`src/logic/dino_params.svh`:
```
// game sizing and timing constants for the dinosaur obstacle core
// included by the packages and by every module that needs a size or a count
`ifndef DINO_PARAMS_SVH
`define DINO_PARAMS_SVH

`define DINO_LANES      8            // lanes, also matrix rows
`define DINO_LANE_LEN   16           // columns per lane

`define DINO_COL        14           // dinosaur column

`define DINO_SPAWN_GAP  4            // steps between accepted patterns

`define DINO_SCORE_DIV  16           // steps per score tick

`define DINO_LIVES      3

`define DINO_SEED       32'h1D2C_3B4A

`endif

```
`src/logic/dino_game_pkg.sv`:
```
// obstacle and lane types shared by the spawner, the lanes, the pacer and the top level
`include "dino_params.svh"

package dino_game_pkg;

    // 00 empty, 01 one column, 11 two columns
    typedef logic [1:0] cell_t;

    // one cell per lane, lane 0 in the low bits
    typedef struct packed
    {
        cell_t [`DINO_LANES-1:0] cells;
    } pattern_t;

    typedef struct packed
    {
        logic [`DINO_LANE_LEN-1:0] cells;   // column 0 is the entry side
        logic                      hit;
    } lane_t;

    typedef logic [1:0] lives_t;

endpackage

```
`src/logic/dino_display_pkg.sv`:
```
// score and display types used by the score counter, the matrix scanner and the top level
`include "dino_params.svh"

package dino_display_pkg;

    typedef logic [3:0] digit_t;

    typedef struct packed
    {
        digit_t dig0;       // lowest digit
        digit_t dig1;
        digit_t dig2;
        digit_t dig3;
    } score_t;

    typedef logic [6:0] seg_t;   // active low

    typedef struct packed
    {
        logic [`DINO_LANES-1:0]    row_n;   // active low select
        logic [`DINO_LANE_LEN-1:0] cols;
    } scan_t;

endpackage

```
`src/logic/obstacle_spawner.sv`:
```
// picks the next obstacle pattern from a 32-bit XNOR LFSR
// offers it with valid/ready and holds it until the pacer takes it
`timescale 1ns/1ps
`include "dino_params.svh"

module obstacle_spawner
(
    input  logic                    i_unit_clk,
    input  logic                    i_restart,
    input  logic                    i_pat_ready,
    output dino_game_pkg::pattern_t o_pat,
    output logic                    o_pat_valid
);
    import dino_game_pkg::*;

    logic [31:0] lfsr_q;
    logic        feedback;
    logic        xfer;
    logic        taken_q;           // pattern went out last edge

    function automatic pattern_t pick_pattern(input logic [2:0] sel);
        case (sel)
            3'd0: pick_pattern = pattern_t'(16'hFC00);
            3'd1: pick_pattern = pattern_t'(16'h00FF);
            3'd2: pick_pattern = pattern_t'(16'hF00F);
            3'd3: pick_pattern = pattern_t'(16'hFC00);
            3'd4: pick_pattern = pattern_t'(16'hC0C3);
            3'd5: pick_pattern = pattern_t'(16'hC03F);
            3'd6: pick_pattern = pattern_t'(16'hCC0F);
            3'd7: pick_pattern = pattern_t'(16'h5C35);   // mixes short and long cells
        endcase
    endfunction

    assign feedback = lfsr_q[31] ~^ lfsr_q[21] ~^ lfsr_q[1] ~^ lfsr_q[0];   // taps 32 22 2 1
    assign xfer     = o_pat_valid & i_pat_ready;

    always_ff @(posedge i_unit_clk or negedge i_restart)
    begin
        if (!i_restart)
        begin
            lfsr_q      <= `DINO_SEED;
            o_pat_valid <= 1'b0;
            taken_q     <= 1'b0;
        end
        else
        begin
            o_pat_valid <= 1'b1;
            taken_q     <= xfer;
            if (xfer)
                lfsr_q <= {lfsr_q[30:0], feedback};
        end
    end

    // reload before the first offer and one cycle after each transfer
    always_ff @(posedge i_unit_clk)
    begin
        if (!o_pat_valid || taken_q)
            o_pat <= pick_pattern(lfsr_q[2:0]);
    end

    a_pat_held: assert property (@(posedge i_unit_clk) disable iff (!i_restart)
        o_pat_valid && !i_pat_ready && !taken_q |=> $stable(o_pat));

endmodule

```
`src/logic/lane_scroller.sv`:
```
// one obstacle lane, shifted toward the dinosaur on every game step
// flags a hit when an obstacle sits in the dinosaur column of a lane the dinosaur fills
`timescale 1ns/1ps
`include "dino_params.svh"

module lane_scroller
(
    input  logic                 i_unit_clk,
    input  logic                 i_restart,
    input  logic                 i_step,
    input  logic                 i_accept,
    input  dino_game_pkg::cell_t i_cell,
    input  logic                 i_dino,
    output dino_game_pkg::lane_t o_lane
);

    always_ff @(posedge i_unit_clk or negedge i_restart)
    begin
        if (!i_restart)
        begin
            o_lane.cells <= '0;
            o_lane.hit   <= 1'b0;
        end
        else
        begin
            if (i_accept)
                o_lane.cells <= {o_lane.cells[`DINO_LANE_LEN-2:1], i_cell};   // shift and insert
            else if (i_step)
                o_lane.cells <= {o_lane.cells[`DINO_LANE_LEN-2:0], 1'b0};
            o_lane.hit <= o_lane.cells[`DINO_COL] & i_dino;
        end
    end

endmodule

```
`src/logic/game_pacer.sv`:
```
// game step gating, spawn spacing and life keeping
// the step stops for good once the last life is lost, until the next reset
`timescale 1ns/1ps
`include "dino_params.svh"

module game_pacer
(
    input  logic                   i_unit_clk,
    input  logic                   i_restart,
    input  logic                   i_run,
    input  logic [`DINO_LANES-1:0] i_lane_hits,
    input  logic                   i_pat_valid,
    output logic                   o_pat_ready,
    output logic                   o_step,
    output logic                   o_accept,
    output logic                   o_hit,
    output logic                   o_game_over,
    output dino_game_pkg::lives_t  o_lives
);
    localparam int GAP_W = $clog2(`DINO_SPAWN_GAP);

    logic [GAP_W-1:0] gap_q;
    logic             gap_end;

    assign o_step      = i_run & ~o_game_over;
    assign gap_end     = (gap_q == GAP_W'(`DINO_SPAWN_GAP - 1));
    assign o_pat_ready = o_step & gap_end;
    assign o_accept    = o_pat_ready & i_pat_valid;

    always_ff @(posedge i_unit_clk or negedge i_restart)
    begin
        if (!i_restart)
        begin
            gap_q       <= '0;
            o_hit       <= 1'b0;
            o_lives     <= 2'(`DINO_LIVES);
            o_game_over <= 1'b0;
        end
        else
        begin
            if (o_step)
                gap_q <= gap_end ? '0 : gap_q + 1'b1;
            o_hit <= |i_lane_hits;
            if (o_hit && o_lives != '0)
            begin
                o_lives <= o_lives - 1'b1;
                if (o_lives == 2'd1)
                    o_game_over <= 1'b1;    // last life gone
            end
        end
    end

    a_lives_fall: assert property (@(posedge i_unit_clk) disable iff (!i_restart)
        1'b1 |=> o_lives <= $past(o_lives));

endmodule

```
`src/logic/score_counter.sv`:
```
// four-digit hex score that ticks once per prescale period of game steps
// also decodes each digit for an active-low seven-segment display
`timescale 1ns/1ps
`include "dino_params.svh"

module score_counter
(
    input  logic                          i_unit_clk,
    input  logic                          i_restart,
    input  logic                          i_step,
    output dino_display_pkg::score_t      o_score,
    output dino_display_pkg::seg_t  [3:0] o_segs
);
    import dino_display_pkg::*;

    localparam int PRE_W = $clog2(`DINO_SCORE_DIV);

    logic [PRE_W-1:0] pre_q;
    logic [15:0]      count_n;

    function automatic seg_t seg_decode(input digit_t d);
        case (d)
            4'h0: seg_decode = 7'b1000000;
            4'h1: seg_decode = 7'b1111001;
            4'h2: seg_decode = 7'b0100100;
            4'h3: seg_decode = 7'b0110000;
            4'h4: seg_decode = 7'b0011001;
            4'h5: seg_decode = 7'b0010010;
            4'h6: seg_decode = 7'b0000010;
            4'h7: seg_decode = 7'b1111000;
            4'h8: seg_decode = 7'b0000000;
            4'h9: seg_decode = 7'b0010000;
            4'ha: seg_decode = 7'b0001000;
            4'hb: seg_decode = 7'b0000011;
            4'hc: seg_decode = 7'b1000110;
            4'hd: seg_decode = 7'b0100001;
            4'he: seg_decode = 7'b0000110;
            4'hf: seg_decode = 7'b0001110;
        endcase
    endfunction

    // carry ripples through the digits, wraps after ffff
    assign count_n = {o_score.dig3, o_score.dig2, o_score.dig1, o_score.dig0} + 16'd1;

    always_ff @(posedge i_unit_clk or negedge i_restart)
    begin
        if (!i_restart)
        begin
            pre_q   <= '0;
            o_score <= '0;
        end
        else if (i_step)
        begin
            pre_q <= pre_q + 1'b1;                  // wraps at the prescale period
            if (pre_q == PRE_W'(`DINO_SCORE_DIV - 1))
                {o_score.dig3, o_score.dig2, o_score.dig1, o_score.dig0} <= count_n;
        end
    end

    assign o_segs[0] = seg_decode(o_score.dig0);
    assign o_segs[1] = seg_decode(o_score.dig1);
    assign o_segs[2] = seg_decode(o_score.dig2);
    assign o_segs[3] = seg_decode(o_score.dig3);

endmodule

```
`src/logic/matrix_scanner.sv`:
```
// dot-matrix row scan, one row per game step starting at row 0
`timescale 1ns/1ps
`include "dino_params.svh"

module matrix_scanner
(
    input  logic                                     i_unit_clk,
    input  logic                                     i_restart,
    input  logic                                     i_step,
    input  dino_game_pkg::lane_t [`DINO_LANES-1:0]   i_lanes,
    output dino_display_pkg::scan_t                  o_scan
);
    localparam int ROW_W = $clog2(`DINO_LANES);

    logic [ROW_W-1:0] row_q;

    always_ff @(posedge i_unit_clk or negedge i_restart)
    begin
        if (!i_restart)
        begin
            row_q        <= '0;
            o_scan.row_n <= '1;     // no row lit
            o_scan.cols  <= '0;
        end
        else if (i_step)
        begin
            row_q        <= row_q + 1'b1;
            o_scan.row_n <= ~(`DINO_LANES'(1) << row_q);
            o_scan.cols  <= i_lanes[row_q].cells;
        end
    end

    a_one_row: assert property (@(posedge i_unit_clk) disable iff (!i_restart)
        (&o_scan.row_n) || $onehot(~o_scan.row_n));

endmodule

```
`src/logic/dino_game_top.sv`:
```
// dinosaur obstacle game core: spawner, lanes, pacer, score and matrix scan
// the dinosaur's rows come in as a mask and the step runs on unit_clk
`timescale 1ns/1ps
`include "dino_params.svh"

module dino_game_top
(
    input  logic                          i_unit_clk,
    input  logic                          i_restart,
    input  logic                          i_run,
    input  logic [`DINO_LANES-1:0]        i_dino,
    output dino_display_pkg::score_t      o_score,
    output dino_display_pkg::seg_t  [3:0] o_segs,
    output dino_display_pkg::scan_t       o_scan,
    output logic                          o_hit,
    output dino_game_pkg::lives_t         o_lives,
    output logic                          o_game_over
);
    import dino_game_pkg::*;

    pattern_t                 pat;
    logic                     pat_valid;
    logic                     pat_ready;
    logic                     step;
    logic                     accept;
    lane_t [`DINO_LANES-1:0]  lanes;
    logic  [`DINO_LANES-1:0]  lane_hits;

    obstacle_spawner u_spawner
    (
        .i_unit_clk  (i_unit_clk),
        .i_restart   (i_restart),
        .i_pat_ready (pat_ready),
        .o_pat       (pat),
        .o_pat_valid (pat_valid)
    );

    for (genvar g = 0; g < `DINO_LANES; g++)
    begin : g_lane
        lane_scroller u_lane
        (
            .i_unit_clk (i_unit_clk),
            .i_restart  (i_restart),
            .i_step     (step),
            .i_accept   (accept),
            .i_cell     (pat.cells[g]),
            .i_dino     (i_dino[g]),
            .o_lane     (lanes[g])
        );
        assign lane_hits[g] = lanes[g].hit;
    end

    game_pacer u_pacer
    (
        .i_unit_clk  (i_unit_clk),
        .i_restart   (i_restart),
        .i_run       (i_run),
        .i_lane_hits (lane_hits),
        .i_pat_valid (pat_valid),
        .o_pat_ready (pat_ready),
        .o_step      (step),
        .o_accept    (accept),
        .o_hit       (o_hit),
        .o_game_over (o_game_over),
        .o_lives     (o_lives)
    );

    score_counter u_score
    (
        .i_unit_clk (i_unit_clk),
        .i_restart  (i_restart),
        .i_step     (step),
        .o_score    (o_score),
        .o_segs     (o_segs)
    );

    matrix_scanner u_scanner
    (
        .i_unit_clk (i_unit_clk),
        .i_restart  (i_restart),
        .i_step     (step),
        .i_lanes    (lanes),
        .o_scan     (o_scan)
    );

endmodule

```
`config.mk`:
```
export PLATFORM = sky130hd
export DESIGN_NAME = dino_game_top
export DESIGN_NICKNAME = d
export VERILOG_FILES = /design/src/logic/dino_game_pkg.sv /design/src/logic/dino_display_pkg.sv /design/src/logic/obstacle_spawner.sv /design/src/logic/lane_scroller.sv /design/src/logic/game_pacer.sv /design/src/logic/score_counter.sv /design/src/logic/matrix_scanner.sv /design/src/logic/dino_game_top.sv
export VERILOG_INCLUDE_DIRS = /design/src /design/src/logic
export SDC_FILE = /design/constraint.sdc
export NUM_CORES = 1
export LEC_CHECK = 0
export ABC_AREA = 1
export BUFFER_PORTS_ARGS = -buffer_cell sky130_fd_sc_hd__buf_2
export CORE_ASPECT_RATIO = 0.5
export CORE_MARGIN = 8
export CORE_UTILIZATION = 55
export CTS_BUF_LIST = sky130_fd_sc_hd__clkbuf_8 sky130_fd_sc_hd__clkbuf_16
export CTS_CLUSTER_SIZE = 8
export DETAILED_ROUTE_END_ITERATION = 7
export PLACE_DENSITY = 0.74
export SKIP_LAST_GASP = 1
export SLEW_MARGIN = 40
export SYNTH_ARGS = -nofsm -noshare
export SYNTH_HDL_FRONTEND = slang
export SYNTH_SLANG_ARGS = --single-unit
```
`constraint.sdc`:
```
create_clock -name i_unit_clk -period 3.39 [get_ports i_unit_clk]
set_input_delay 0 -clock i_unit_clk [delete_from_list [all_inputs] [get_ports i_unit_clk]]
set_output_delay 0 -clock i_unit_clk [all_outputs]
set_load 0.01 [all_outputs]
```
==> metrics.md <==
| Metric | Value |
|---|---|
| Cell Rows | `36` |
| Int Pwr | `between 5000 and 6000 uW` |
| Fraction of layout cells with a size suffix above 1 | `about an eighth` |
| Sw Ratio | `about 35%` |
| Clk slew on worst S/H paths | `~0.05 ns` |
| Syn Inst Count | `1,291` |
| Synth area leaders | `dfrtp_1, nand2_1, dfstp_2` |
| Yosys top cell area share | `a little over two fifths` |
| Chip width | `212 um` |
| # clock sinks | `217` |
| Clock Tree Root | `clkbuf_16` |
| Largest net degree at the start of global routing | `152` |
| Routed wire length | `about 23,000 um` |
| Psw | `3190 uW` |
| CTS Buf Count | `31` |
| Commonest cells post-synth | `nand2_1, dfrtp_1, inv_1` |
| Die H | `114 um` |
| Post-synth top area cell | `dfrtp_1` |
| WP data required | `3.39 ns` |
| # resized after CTS | `0` |
| Final min period | `between 2 and 2.5 ns` |
| CTS HTree Levels | `1` |
| Predominant post-synthesis flop cell | `dfrtp_1` |
| Seq/Total Area, Yosys | `52.0%` |
| Clk_skew | `0.0163 ns` |
| Placed cells | `1,581` |
| RSZ-0062 raised after global routing | `no` |
| Overall Global Routing Usage | `18.9%` |
| Rel. slew slack | `46.1%` |
| Iteration-0 DRC Markers | `around 740` |
| Setup TNS | `0 ns` |
| Comb pwr share | `29.0%` |
| Drc violations | `0` |
| Finished Core Util | `63.1%` |
| TritonCTS clock tree | `built` |
| Lkg Pwr | `between 0.006 and 0.007 uW` |
| Power share of the clock group | `30.1%` |
| Io pins | `83` |
| Final number of setup-violating endpoints | `0` |
| First-pass GRT wire length | `39,100 um` |
| Core box area | `roughly 0.019 mm^2` |
| Cell variety after synth | `41` |
| Final Net Count | `1,411` |
| Max Fclk | `0.476 GHz` |
| Final Cycle Share | `62.0%` |
| Vias in the first global route | `~8,400` |
| Final slew viol count | `0` |
| Hold_ws | `0.108 ns` |
| Syn Nets | `1,344` |
| Die area | `around 0.024 mm^2` |
| Synth warn | `0` |
| CTS max path bufs | `3` |
| Non-filler cells, final | `1,648` |
| Maxcap violations | `0` |
| Number of synthesized register bits | `217` |
| Hold Crit Class | `in -> reg` |
| DR vias/cell | `5.12` |
| Pwr per Cell Area | `743 mW/mm^2` |
| Initial antenna violation count | `0` |
| Worst-skew pair later-pin latency | `approximately 0.54 ns` |
| Critical Path AT | `2.10 ns` |
| Drt wl/cell | `13.8 um` |
| Area growth syn-to-layout | `14.2%` |
| Initial Util | `55.3%` |
| Worst Setup Path Type | `reg -> out` |
| Post-Synthesis Cell Area | `0.0106 mm^2` |
| EDFF count, synth | `11` |
| Worst slew pin tran | `just over 0.8 ns` |
| Placer congestion estimate | `0.839` |
| GR Overflow Total | `0` |
| DRT Pass-1 Iters | `5` |
| Final Hold Viols | `0` |
| Total number of vias | `8,430` |
| Outcome | `finished, final reports clean` |
| Post-route total power | `9000 uW` |
| Crit. End Element | `output port` |
| Post-route ant nets | `0` |
| Register share of total power | `roughly two fifths` |
| DP HPWL | `14,400 um` |
| # port buffers | `81` |
| # diodes | `0` |
| Ys async rst share | `94.9%` |
| Syn_area_per_cell | `8.21 um^2` |
| Most frequent cell after synthesis | `nand2_1` |
| Critical Path Fanout Max | `8` |
| Max VDD drop | `0.531 mV` |
| CP startpoint kind | `flip-flop` |
-- cell usage in the layout (no fill, tap or decap), types with 6 or more instances in the layout --
master,synthesis,final
buf_2,32,80
edfxtp_1,11,11
dfstp_2,25,25
dlygate4sd3_1,0,9
clkbuf_16,0,31
nand3_1,120,120
xor2_1,13,13
nand2_1,449,449
ha_1,42,42
inv_1,147,170
a21oi_1,17,17
a31oi_1,6,6
nor2_1,32,32
dfrtp_1,181,181
o21ai_0,131,131
o22ai_1,6,6
buf_4,9,8
-- what timing repair did --
action	CTS	global route
endpoints found under the setup margin	0	0
setup buffers	0	0
hold endpoints to repair	94	19
hold buffers	8	1
-- power by group through the flow --
stage	sequential (uW)	combinational (uW)	clock (uW)
2_1_floorplan	3690	1830	0
3_3_place_gp	3680	2530	0
3_5_place_dp	3700	2600	0
4_1_cts	3670	2630	2770
5_1_grt	3760	3000	2890
6_report	3680	2610	2710
-- state kept, by name (all words and copies together) (netlist names) --
name	cells
u_pacer.o_game_over	1
u_spawner.taken_q	1
u_score.o_score	16
u_pacer.gap_q	2
u_scanner.row_q	3
g_lane.u_lane.o_lane	119
u_pacer.o_hit	1
u_scanner.o_scan	24
u_pacer.o_lives	2
u_spawner.o_pat_valid	1
u_score.pre_q	4
u_spawner.lfsr_q	32
u_spawner.o_pat	11
-- layer usage --
| metal | global-route usage, % | part of all wire [%] |
|---|---|---|
| met1 | 24.2 | 45 |
| met2 | 33.2 | 48 |
| met5 | 0 | 0 |
| met3 | 2.92 | 4.8 |
| met4 | 5.03 | 1.7 |
-- through the flow --
stage,instance area [um^2],setup slack (ns)
after floorplan,10600,1.93
after global placement,11100,1.37
after detailed placement,11100,1.34
after CTS,12100,1.30
after global routing,12100,1.09
final,12100,1.29
-- kinds of logic (layout without fill, tap and decap cells) --
| logic type | count (synthesis) | count (layout) | synth area share (%) |
|---|---|---|---|
| other cells | 1 | 1 | 0.0354 |
| xor+xnor | 14 | 14 | 1.16 |
| flops | 217 | 217 | 52.0 |
| mux | 1 | 1 | 0.106 |
| compound gates | 177 | 177 | 8.97 |
| fa+ha+maj | 42 | 42 | 4.96 |
| buf+inv | 219 | 310 | 8.73 |
| simple gates | 620 | 620 | 24.0 |
-- final timing paths --
check | from | endpoint | slack [ns] | cells after the start
setup / recovery | u_score.o_score[12]$_DFFE_PN0P_ | o_segs[3] | 1.29 | 6
hold / removal | i_run | u_score.pre_q[0]$_DFFE_PN0P_ | 0.11 | 3
setup reg to reg | u_pacer.o_game_over$_DFFE_PN0P_ | u_spawner.lfsr_q[3]$_DFFE_PN1N_ | 1.32 | 5
hold reg to reg | g_lane[3].u_lane.o_lane[0]$_DFF_PN0_ | u_pacer.o_hit$_DFF_PN0_ | 0.44 | 2
max in group asynchronous | i_restart | u_pacer.o_lives[1]$_DFFE_PN1P_ | 1.87 | 5
min in group asynchronous | i_restart | u_spawner.lfsr_q[10]$_DFFE_PN0N_ | 0.43 | 3
-- worst max-delay path, stage by stage, from the launching register on --
cell and delay [ns]:
dfrtp_1 0.53, inv_1 0.17, ha_1 0.34, a21oi_1 0.18
o21ai_0 0.11, o21ai_0 0.09, buf_2 0.16
-- area by class of cell --
cell class	count	area, um^2
clock buffers	31	776
clock inverters	26	108
fillers	1633	7080
inverters	152	573
multi-input cells	855	4170
flip-flops and latches	217	5520
well taps	266	333
repair buffers	101	632
(Power assumes the default switching activity.)
